$ cat src/include/rename_macros.svh
`ifndef RENAME_MACROS_SVH
`define RENAME_MACROS_SVH

// ======================================================================
// Rename stage sizing
// ======================================================================

// Architectural register file
`define ARCH_REGS     32
`define ARCH_AW       5

// Physical tag, low half is the register file and high half the ROB
`define PHYS_AW       6

// Reorder buffer entries handed out by the free list
`define ROB_DEPTH     32
`define ROB_AW        5
`define ROB_TAG_BASE  32

// Slots renamed per cycle
`define RENAME_WIDTH  3

// Free count must be able to hold ROB_DEPTH
`define CNT_W         6

`endif
$ cat src/rename_pkg.sv
`default_nettype none

`include "rename_macros.svh"

package rename_pkg;

    // ======================================================================
    // Per-slot records
    // ======================================================================

    // One decoded instruction entering rename
    typedef struct packed {
        logic                valid;
        logic [`ARCH_AW-1:0] rs1;
        logic [`ARCH_AW-1:0] rs2;
        logic [`ARCH_AW-1:0] rd;
        logic                rd_we;
    } decode_slot_t;

    // Rename result, tags read zero when the slot is not accepted
    typedef struct packed {
        logic                valid;
        logic [`PHYS_AW-1:0] rs1_phys;
        logic [`PHYS_AW-1:0] rs2_phys;
        logic [`PHYS_AW-1:0] rd_phys;
        logic [`PHYS_AW-1:0] old_rd_phys;
    } rename_slot_t;

    // One retiring ROB entry
    typedef struct packed {
        logic                valid;
        logic [`ARCH_AW-1:0] arch;
        logic [`ROB_AW-1:0]  rob_idx;
    } commit_slot_t;

    // ======================================================================
    // Groups, slot 0 is the oldest
    // ======================================================================
    typedef decode_slot_t [`RENAME_WIDTH-1:0] decode_group_t;
    typedef rename_slot_t [`RENAME_WIDTH-1:0] rename_group_t;
    typedef commit_slot_t [`RENAME_WIDTH-1:0] commit_group_t;

endpackage

`default_nettype wire

$ cat src/register_rename.sv
`timescale 1ns/1ps
`default_nettype none

`include "rename_macros.svh"

module register_rename (
    input  logic                           clk,
    input  logic                           reset,
    input  logic                           flush_i,
    input  rename_pkg::decode_group_t      decode_i,
    input  rename_pkg::commit_group_t      commit_i,
    output rename_pkg::rename_group_t      rename_o,
    output logic [`RENAME_WIDTH-1:0]       rename_ready_o
);

    // ======================================================================
    // Internal nets
    // ======================================================================

    // Valid bits pulled out of the decode group
    logic [`RENAME_WIDTH-1:0]               decode_valid;

    // Free list to table and bypass
    logic [`RENAME_WIDTH-1:0]               grant;
    logic [`RENAME_WIDTH-1:0][`PHYS_AW-1:0] grant_tag;

    // Table lookups, one per slot and operand
    logic [`RENAME_WIDTH-1:0][`PHYS_AW-1:0] rs1_map;
    logic [`RENAME_WIDTH-1:0][`PHYS_AW-1:0] rs2_map;
    logic [`RENAME_WIDTH-1:0][`PHYS_AW-1:0] rd_map;

    for (genvar k = 0; k < `RENAME_WIDTH; k++) begin : g_valid
        assign decode_valid[k] = decode_i[k].valid;
    end

    // ======================================================================
    // ROB entry free list
    // ======================================================================

    // Every valid slot takes one entry, in slot order
    tag_free_list u_free_list (
        .clk            (clk),
        .reset          (reset),
        .flush_i        (flush_i),
        .decode_valid_i (decode_valid),
        .commit_i       (commit_i),
        .grant_o        (grant),
        .grant_tag_o    (grant_tag),
        .ready_o        (rename_ready_o)
    );

    // ======================================================================
    // Alias table
    // ======================================================================

    // Registered lookups, update on the next edge
    rat_map_table u_map_table (
        .clk         (clk),
        .reset       (reset),
        .flush_i     (flush_i),
        .decode_i    (decode_i),
        .grant_i     (grant),
        .grant_tag_i (grant_tag),
        .commit_i    (commit_i),
        .rs1_map_o   (rs1_map),
        .rs2_map_o   (rs2_map),
        .rd_map_o    (rd_map)
    );

    // ======================================================================
    // Same-group forwarding
    // ======================================================================

    // Combinational result, zero latency from decode
    rename_bypass u_bypass (
        .decode_i    (decode_i),
        .grant_i     (grant),
        .grant_tag_i (grant_tag),
        .rs1_map_i   (rs1_map),
        .rs2_map_i   (rs2_map),
        .rd_map_i    (rd_map),
        .rename_o    (rename_o)
    );

endmodule

`default_nettype wire

$ cat src/rename_bypass.sv
`timescale 1ns/1ps
`default_nettype none

`include "rename_macros.svh"

module rename_bypass (
    input  rename_pkg::decode_group_t                 decode_i,
    input  logic [`RENAME_WIDTH-1:0]                  grant_i,
    input  logic [`RENAME_WIDTH-1:0][`PHYS_AW-1:0]    grant_tag_i,
    input  logic [`RENAME_WIDTH-1:0][`PHYS_AW-1:0]    rs1_map_i,
    input  logic [`RENAME_WIDTH-1:0][`PHYS_AW-1:0]    rs2_map_i,
    input  logic [`RENAME_WIDTH-1:0][`PHYS_AW-1:0]    rd_map_i,
    output rename_pkg::rename_group_t                 rename_o
);

    import rename_pkg::*;

    // Older slots that will write a real register this cycle
    logic [`RENAME_WIDTH-1:0] writer;

    // Youngest older writer of areg wins, otherwise the table tag
    function automatic logic [`PHYS_AW-1:0] resolve_tag(
        input decode_group_t                        dec,
        input logic [`RENAME_WIDTH-1:0]             writes,
        input logic [`RENAME_WIDTH-1:0][`PHYS_AW-1:0] tags,
        input int                                   slot,
        input logic [`ARCH_AW-1:0]                  areg,
        input logic [`PHYS_AW-1:0]                  table_tag
    );
        logic [`PHYS_AW-1:0] tag;
        tag = table_tag;
        // Ascending scan leaves the newest match
        for (int j = 0; j < `RENAME_WIDTH; j++) begin
            if ((j < slot) && writes[j] && (dec[j].rd == areg)) begin
                tag = tags[j];
            end
        end
        return tag;
    endfunction

    // ======================================================================
    // Writer mask
    // ======================================================================
    always_comb begin
        for (int k = 0; k < `RENAME_WIDTH; k++) begin
            // x0 is never a forwarding source
            writer[k] = grant_i[k] && decode_i[k].rd_we && (decode_i[k].rd != '0);
        end
    end

    // ======================================================================
    // Result assembly
    // ======================================================================
    always_comb begin
        for (int k = 0; k < `RENAME_WIDTH; k++) begin
            // Not accepted, all fields zero
            rename_o[k] = '0;
            if (grant_i[k]) begin
                rename_o[k].valid       = 1'b1;
                rename_o[k].rs1_phys    = resolve_tag(decode_i, writer, grant_tag_i, k,
                                                      decode_i[k].rs1, rs1_map_i[k]);
                rename_o[k].rs2_phys    = resolve_tag(decode_i, writer, grant_tag_i, k,
                                                      decode_i[k].rs2, rs2_map_i[k]);
                rename_o[k].rd_phys     = grant_tag_i[k];
                // Previous owner of rd, may be an older slot in this group
                rename_o[k].old_rd_phys = resolve_tag(decode_i, writer, grant_tag_i, k,
                                                      decode_i[k].rd, rd_map_i[k]);
            end
        end
    end

endmodule

`default_nettype wire

$ cat src/rat_map_table.sv
`timescale 1ns/1ps
`default_nettype none

`include "rename_macros.svh"

module rat_map_table (
    input  logic                                      clk,
    input  logic                                      reset,
    input  logic                                      flush_i,
    input  rename_pkg::decode_group_t                 decode_i,
    input  logic [`RENAME_WIDTH-1:0]                  grant_i,
    input  logic [`RENAME_WIDTH-1:0][`PHYS_AW-1:0]    grant_tag_i,
    input  rename_pkg::commit_group_t                 commit_i,
    output logic [`RENAME_WIDTH-1:0][`PHYS_AW-1:0]    rs1_map_o,
    output logic [`RENAME_WIDTH-1:0][`PHYS_AW-1:0]    rs2_map_o,
    output logic [`RENAME_WIDTH-1:0][`PHYS_AW-1:0]    rd_map_o
);

    // Tag of ROB entry 0
    localparam logic [`PHYS_AW-1:0] TAG_BASE = `ROB_TAG_BASE;

    // Alias table, entry 0 is never written
    logic [`PHYS_AW-1:0] map_q [`ARCH_REGS];

    // Update requests for this cycle
    logic [`RENAME_WIDTH-1:0] commit_hit;
    logic [`RENAME_WIDTH-1:0] rename_we;

    // ======================================================================
    // Read ports
    // ======================================================================

    // Nine lookups from the registered table
    // Same-cycle commits are not forwarded here
    always_comb begin
        for (int k = 0; k < `RENAME_WIDTH; k++) begin
            rs1_map_o[k] = map_q[decode_i[k].rs1];
            rs2_map_o[k] = map_q[decode_i[k].rs2];
            rd_map_o[k]  = map_q[decode_i[k].rd];
        end
    end

    // ======================================================================
    // Update requests
    // ======================================================================
    always_comb begin
        for (int k = 0; k < `RENAME_WIDTH; k++) begin
            // Restore only if the committing entry is still the newest mapping
            commit_hit[k] = commit_i[k].valid
                         && (commit_i[k].arch != '0)
                         && (map_q[commit_i[k].arch]
                             == TAG_BASE + {1'b0, commit_i[k].rob_idx});
            // Accepted writers other than x0
            rename_we[k]  = grant_i[k]
                         && decode_i[k].rd_we
                         && (decode_i[k].rd != '0);
        end
    end

    // ======================================================================
    // Table update
    // ======================================================================

    // Commits first, then renames, so a newer rename overrides a restore
    // Within each pass the later slot wins
    always_ff @(posedge clk or negedge reset) begin
        if (!reset) begin
            for (int i = 0; i < `ARCH_REGS; i++) begin
                map_q[i] <= `PHYS_AW'(i);
            end
        end else if (flush_i) begin
            // Identity map, everything back in the register file
            for (int i = 0; i < `ARCH_REGS; i++) begin
                map_q[i] <= `PHYS_AW'(i);
            end
        end else begin
            for (int k = 0; k < `RENAME_WIDTH; k++) begin
                if (commit_hit[k]) begin
                    map_q[commit_i[k].arch] <= {1'b0, commit_i[k].arch};
                end
            end
            for (int k = 0; k < `RENAME_WIDTH; k++) begin
                if (rename_we[k]) begin
                    map_q[decode_i[k].rd] <= grant_tag_i[k];
                end
            end
        end
    end

endmodule

`default_nettype wire

$ cat src/tag_free_list.sv
`timescale 1ns/1ps
`default_nettype none

`include "rename_macros.svh"

module tag_free_list (
    input  logic                                      clk,
    input  logic                                      reset,
    input  logic                                      flush_i,
    input  logic [`RENAME_WIDTH-1:0]                  decode_valid_i,
    input  rename_pkg::commit_group_t                 commit_i,
    output logic [`RENAME_WIDTH-1:0]                  grant_o,
    output logic [`RENAME_WIDTH-1:0][`PHYS_AW-1:0]    grant_tag_o,
    output logic [`RENAME_WIDTH-1:0]                  ready_o
);

    // Tag of ROB entry 0
    localparam logic [`PHYS_AW-1:0] TAG_BASE = `ROB_TAG_BASE;

    // Circular list of free ROB entries
    logic [`ROB_AW-1:0] free_mem [`ROB_DEPTH];
    logic [`ROB_AW-1:0] head;
    logic [`ROB_AW-1:0] tail;
    logic [`CNT_W-1:0]  count;

    // Per-slot read and write addresses
    logic [`ROB_AW-1:0] rd_addr [`RENAME_WIDTH];
    logic [`ROB_AW-1:0] wr_addr [`RENAME_WIDTH];
    logic [`RENAME_WIDTH-1:0] wr_en;

    // Running totals for this cycle
    logic [`CNT_W-1:0] nvalid;
    logic [`CNT_W-1:0] grant_cnt;
    logic [`CNT_W-1:0] commit_cnt;

    // ======================================================================
    // In-order grant
    // ======================================================================
    always_comb begin
        nvalid      = '0;
        grant_cnt   = '0;
        grant_o     = '0;
        grant_tag_o = '0;
        for (int k = 0; k < `RENAME_WIDTH; k++) begin
            // Next entry after the ones already taken by older slots
            rd_addr[k] = head + grant_cnt[`ROB_AW-1:0];
            if (decode_valid_i[k] && !flush_i) begin
                nvalid = nvalid + `CNT_W'(1);
                // Accept while the valid slots so far still fit
                if (nvalid <= count) begin
                    grant_o[k]     = 1'b1;
                    grant_tag_o[k] = TAG_BASE + {1'b0, free_mem[rd_addr[k]]};
                    grant_cnt      = grant_cnt + `CNT_W'(1);
                end
            end
        end
    end

    // Thermometer of the free count, capped at group width
    always_comb begin
        if (flush_i) begin
            ready_o = '0;
        end else if (count >= `CNT_W'(`RENAME_WIDTH)) begin
            ready_o = 3'b111;
        end else if (count == `CNT_W'(2)) begin
            ready_o = 3'b011;
        end else if (count == `CNT_W'(1)) begin
            ready_o = 3'b001;
        end else begin
            ready_o = 3'b000;
        end
    end

    // ======================================================================
    // Commit return
    // ======================================================================
    always_comb begin
        commit_cnt = '0;
        for (int k = 0; k < `RENAME_WIDTH; k++) begin
            wr_addr[k] = tail + commit_cnt[`ROB_AW-1:0];
            wr_en[k]   = commit_i[k].valid && !flush_i;
            if (wr_en[k]) begin
                commit_cnt = commit_cnt + `CNT_W'(1);
            end
        end
    end

    // Storage refills with entries 0..31 in order on reset or flush
    always_ff @(posedge clk or negedge reset) begin
        if (!reset) begin
            for (int i = 0; i < `ROB_DEPTH; i++) begin
                free_mem[i] <= `ROB_AW'(i);
            end
        end else if (flush_i) begin
            for (int i = 0; i < `ROB_DEPTH; i++) begin
                free_mem[i] <= `ROB_AW'(i);
            end
        end else begin
            for (int k = 0; k < `RENAME_WIDTH; k++) begin
                if (wr_en[k]) begin
                    free_mem[wr_addr[k]] <= commit_i[k].rob_idx;
                end
            end
        end
    end

    // Pointers and count, full list has tail equal to head
    always_ff @(posedge clk or negedge reset) begin
        if (!reset) begin
            head  <= '0;
            tail  <= '0;
            count <= `CNT_W'(`ROB_DEPTH);
        end else if (flush_i) begin
            head  <= '0;
            tail  <= '0;
            count <= `CNT_W'(`ROB_DEPTH);
        end else begin
            head  <= head + grant_cnt[`ROB_AW-1:0];
            tail  <= tail + commit_cnt[`ROB_AW-1:0];
            count <= count + commit_cnt - grant_cnt;
        end
    end

endmodule

`default_nettype wire

$ cat config.mk
export PLATFORM = sky130hd
export DESIGN_NAME = register_rename
export DESIGN_NICKNAME = d
export VERILOG_FILES = /design/src/rename_pkg.sv /design/src/register_rename.sv /design/src/rename_bypass.sv /design/src/rat_map_table.sv /design/src/tag_free_list.sv
export VERILOG_INCLUDE_DIRS = /design/src /design/src/include
export SDC_FILE = /design/constraint.sdc
export NUM_CORES = 2
export LEC_CHECK = 0
export BUFFER_PORTS_ARGS = -buffer_cell sky130_fd_sc_hd__buf_2
export CAP_MARGIN = 20
export CORE_MARGIN = 2
export CORE_UTILIZATION = 70
export DETAILED_ROUTE_END_ITERATION = 10
export PLACE_DENSITY = 0.88
export SLEW_MARGIN = 20
export SYNTH_ARGS = -nofsm -noshare
export SYNTH_HDL_FRONTEND = slang
export SYNTH_HIERARCHICAL = 1
export SYNTH_SLANG_ARGS = --single-unit
$ cat constraint.sdc
create_clock -name clk -period 9.25 [get_ports clk]
set_clock_uncertainty 0.05 [all_clocks]
set_input_delay 1.85 -clock clk [delete_from_list [all_inputs] [get_ports clk]]
set_output_delay 1.85 -clock clk [all_outputs]
set_load 0.01 [all_outputs]
==> results of run 1 <==
## kinds of logic after synthesis
family	after synthesis	share of synthesized area (%)
AO/OA/AOI/OAI	1521	19.52
AND/OR/NAND/NOR	1455	13.80
multiplexers	1119	39.52
buffers and inverters	792	6.375
flip-flops	368	18.48
XOR/XNOR	76	1.336
adder cells (fa/ha/maj)	36	0.9728
## through the flow
stage | utilization [%] | instance area, sq um
4_1_cts | 73.70 | 52860
3_5_place_dp | 71.47 | 51260
2_1_floorplan | - | 50930
3_3_place_gp | 71.45 | 51260
## per-layer routing
layer | GRT overflow | GRT usage, %
met1 | 3 | 81.54
met2 | 31 | 90.80
met3 | 9 | 65.22
met4 | 25 | 70.49
met5 | 3 | 39.79
==> impl_metrics.yaml, run 1 <==
grt:
  grt_pass1_vias: 58216
  grt_max_degree: 173
  overflow: 71
  grt_pass1_wl_um: 415300
  grt_use_total_pct: 77.90
clock_network:
  cts_sinks: 368
  cts_resized: 0
  ctsHoldBuffers: 0
  cts_setup_buffers: 0
  cts_root_buf: "clkbuf_16"
  cts_buffers: 44
  cts.path.max_buffers: 3
  htree_num_levels: 2
run_status:
  stop_error: "[ERROR GRT-0116] Global routing finished with congestion. Check the congestion regions in the DRC Viewer."
  status: "aborted with a tool error"
  stop_stage: "global routing (5_1_grt)"
logic_synthesis:
  synthArstFlopShare_pct: 100.0
  synth.distinct_cells: 108
  post-synth-top-count-cell: "mux4_2"
  synth-main-ff-cell: "dfrtp_1"
  synthTopCellsByCount: "mux4_2, clkbuf_1, nand2_1"
  ys_seq_elements: 368
  synthCells: 5367
  synth-edff-count: 0
  synth_top_cell_by_area: "mux4_2"
  syn_nets: 5490
  synthTopCellsByArea: "mux4_2, dfrtp_1, dfstp_2, mux2i_1, o21ai_0"
  synth_top_area_share_pct: 31.08
  synth_area_per_cell_sq_um: 9.490
  ys_seq_area_share_pct: 18.48
  synth_area_sq_um: 50930
  yosysWarnings: 6
floorplanning:
  io_pins: 165
  rows: 98
  die_x_um: 273.7
  die_h_um: 273.7
  start_util_pct: 71.01
place:
  gp_congestion: 1.185
  dp_slack_ns: 0.9886
  port_buffers: 164
  hpwlAfterDp_um: 189000
  placedCellCount: 5905
==> run 2: changes to the inputs <==
Settings changed: CORE_UTILIZATION 70 to 40, PLACE_DENSITY 0.88 to not set, PLACE_DENSITY_LB_ADDON set to 0.15.
==> run 2 against run 1 <==
The run now ends clean. Synthesized cell count is the same. Synthesized area is the same.
==> impl_metrics.yaml, run 2 <==
run_status:
  status: "completed"
clock_network:
  ctsHoldBuffers: 0
  cts_tree: "yes"
  htree_num_levels: 2
  cts_setup_buffers: 0
  cts_resized: 0
  cts_root_buf: "clkbuf_16"
  clk_pin_slew_worst_paths_ns: 0.06
  cts_buffers: 51
  clk_latency_ns: 0.68
  cts_sinks: 368
  cts.path.max_buffers: 3
timing:
  tightest_slew_ns: 1.289
  max_slew_margin_pct: 13.59
  fin_setup_tns_ns: 0
  fmax_ghz: 0.1199
  post-route-min-period_ns: 8.342
  hold_violations: 0
  setup_ws_ns: 0.9075
  setup_violations: 0
  period_share_pct: 90.19
  grt_setup_unrepaired: "no"
  finalMaxSlewViolations: 0
detailed_routing:
  via_per_inst: 8.063
  dr.pass1.iters: 10
  drc: 0
  drt_iter0_drc: 11257
  wirelength_um: 304900
  antenna_left: 0
  wl_per_cell_um: 45.32
  via_count: 54241
pwr:
  p_leak_nw: 19.26
  p_sw_w: 0.002775
  swShare_pct: 41.59
  combPwrFrac_pct: 40.0
  power.density_nw_per_um2: 123.4
  ir_drop_mv: 0.1423
  seqPwrFrac_pct: 27.5
  p_clk_share_pct: 32.5
  internal-power_w: 0.003897
grt:
  grt_pass1_wl_um: 415700
  grt_use_total_pct: 45.25
  antenna_found_initial: 32
  overflow: 0
  grt_pass1_vias: 49190
  grt_max_degree: 154
run:
  max_cap_viol_count: 0
worst_setup_path:
  r2r-end: "u_map_table/map_q[150]$_DFF_PN0_"
  crit_path_max_fanout: 69
  r2r_slack_ns: 2.84
  startpoint_type: "input pin"
  critPathCapture: "rename_o[56]"
  cp.arrival_ns: 6.44
  crit_path_end_kind: "output pin"
  critPathKind: "in2out"
  ff2ff_path_depth: 19
  startpoint: "flush_i"
  cp_data_required_time_ns: 7.35
  r2r_start: "u_free_list/count[3]$_DFF_PN0_"
floorplanning:
  rows: 130
  start_util_pct: 40.40
  dieArea_sq_um: 130200
  die_h_um: 360.8
  core_sq_um: 126100
  io_pins: 165
  die_x_um: 360.8
logic_synthesis:
  synthTopCellsByCount: "mux4_2, clkbuf_1, nand2_1"
  post-synth-top-count-cell: "mux4_2"
  synthArstFlopShare_pct: 100.0
  syn_nets: 5490
  synthCells: 5367
  synth-main-ff-cell: "dfrtp_1"
  synth_top_cell_by_area: "mux4_2"
  synth_area_sq_um: 50930
  ys_seq_area_share_pct: 18.48
  synth_top_area_share_pct: 31.08
  synth_area_per_cell_sq_um: 9.490
  synth.distinct_cells: 108
  synth-edff-count: 0
  ys_seq_elements: 368
  synthTopCellsByArea: "mux4_2, dfrtp_1, dfstp_2, mux2i_1, o21ai_0"
  yosysWarnings: 6
place:
  dp_slack_ns: 0.9142
  port_buffers: 164
  hpwlAfterDp_um: 213100
  gp_congestion: 1.042
layout:
  final_cell_mix: "mux4_2, nand2_1, o21ai_0"
  final_common_cell: "mux4_2"
  reg.largest.list: "u_map_table/map_q: 192 flops, u_free_list/free_mem: 160 flops, u_free_list/count: 6 flops"
  n_fill_cell: 12158
  synthToLayoutAreaGrowth_pct: 6.176
  max_flop_register: "u_map_table/map_q"
  largest_reg_flops: 192
  layout-drive-gt1-share_pct: 29.55
  final_nets: 5140
min_path:
  hold_path_class: "reg2reg"
==> run 2: cell counts after synthesis <==
No cell type changed its count.
==> run 2: metrics by stage <==
step	total power, W	hold slack [ns]	instance area (sq um)	utilization [%]	instances
detailed placement	0.004394	0.5011	52260	41.46	6614
floorplan	0.003434	0.4243	50930	-	5367
global placement	0.004385	0.4989	52260	41.46	6614
CTS	0.006559	0.5088	54030	42.86	6710
global route	0.006808	0.5425	54040	42.87	6713
finish	0.006672	0.5136	54080	42.90	6727
==> run 2: power by group through the flow <==
| stage | clock network, W | registers [W] | logic [W] |
|---|---|---|---|
| 6_report | 0.00217 | 0.00183 | 0.00267 |
| 5_1_grt | 0.00224 | 0.00183 | 0.00274 |
| 4_1_cts | 0.00218 | 0.00182 | 0.00256 |
| 3_5_place_dp | 0 | 0.00184 | 0.00255 |
| 3_3_place_gp | 0 | 0.00184 | 0.00254 |
| 2_1_floorplan | 0 | 0.00172 | 0.00172 |
==> run 2: final cells by class <==
type | instances | area [sq um] | area share, %
inverters | 82 | 310.3 | 0.5738
flip-flops and latches | 368 | 9413 | 17.41
multi-input cells | 4207 | 38450 | 71.10
repair buffers | 307 | 2031 | 3.755
clock buffers | 71 | 1443 | 2.668
well taps | 1650 | 2064 | 3.817
clock inverters | 25 | 325.3 | 0.6015
diodes | 17 | 42.54 | 0.07866
==> run 2: worst min-delay path by stage <==
stage | startpoint | to | cells past startpoint
after floorplan | u_map_table/map_q[8]$_DFF_PN1_ | u_map_table/map_q[8]$_DFF_PN1_ | 2
after global placement | u_map_table/map_q[133]$_DFF_PN0_ | u_map_table/map_q[133]$_DFF_PN0_ | 2
after detailed placement | u_map_table/map_q[133]$_DFF_PN0_ | u_map_table/map_q[133]$_DFF_PN0_ | 2
after CTS | u_map_table/map_q[133]$_DFF_PN0_ | u_map_table/map_q[133]$_DFF_PN0_ | 2
after global routing | u_map_table/map_q[133]$_DFF_PN0_ | u_map_table/map_q[133]$_DFF_PN0_ | 2
final | u_map_table/map_q[139]$_DFF_PN0_ | u_map_table/map_q[139]$_DFF_PN0_ | 2
==> run 2: kinds of logic after synthesis <==
logic type / count (synthesis) / synth area share, %
AO/OA/AOI/OAI: 1521 / 19.52
buffers and inverters: 792 / 6.375
AND/OR/NAND/NOR: 1455 / 13.80
XOR/XNOR: 76 / 1.336
flip-flops: 368 / 18.48
adder cells (fa/ha/maj): 36 / 0.9728
multiplexers: 1119 / 39.52
==> run 2: worst max-delay path, cell delays in order <==
cell,delay [ns]
buf_8,0.34
nand2b_1,0.23
a31o_2,0.16
inv_2,0.05
ha_1,0.27
nand2_1,0.05
o21ai_0,0.26
ha_2,0.30
ha_1,0.58
buf_4,0.43
mux4_2,0.38
nor2b_1,0.15
a2111oi_0,0.76
o32ai_4,0.23
and2_1,0.21
buf_2,0.14
==> run 2: metal layers <==
metal  up-vias  GRT usage (%)  wire length [um]
li1      20335              -                 -
met1     27269          59.51            111100
met5         -          1.073               356
met4        22          21.05             19080
met2      5524          60.16            118000
met3      1091          24.10             56350
No activity file was read; power rests on OpenSTA's default activity.
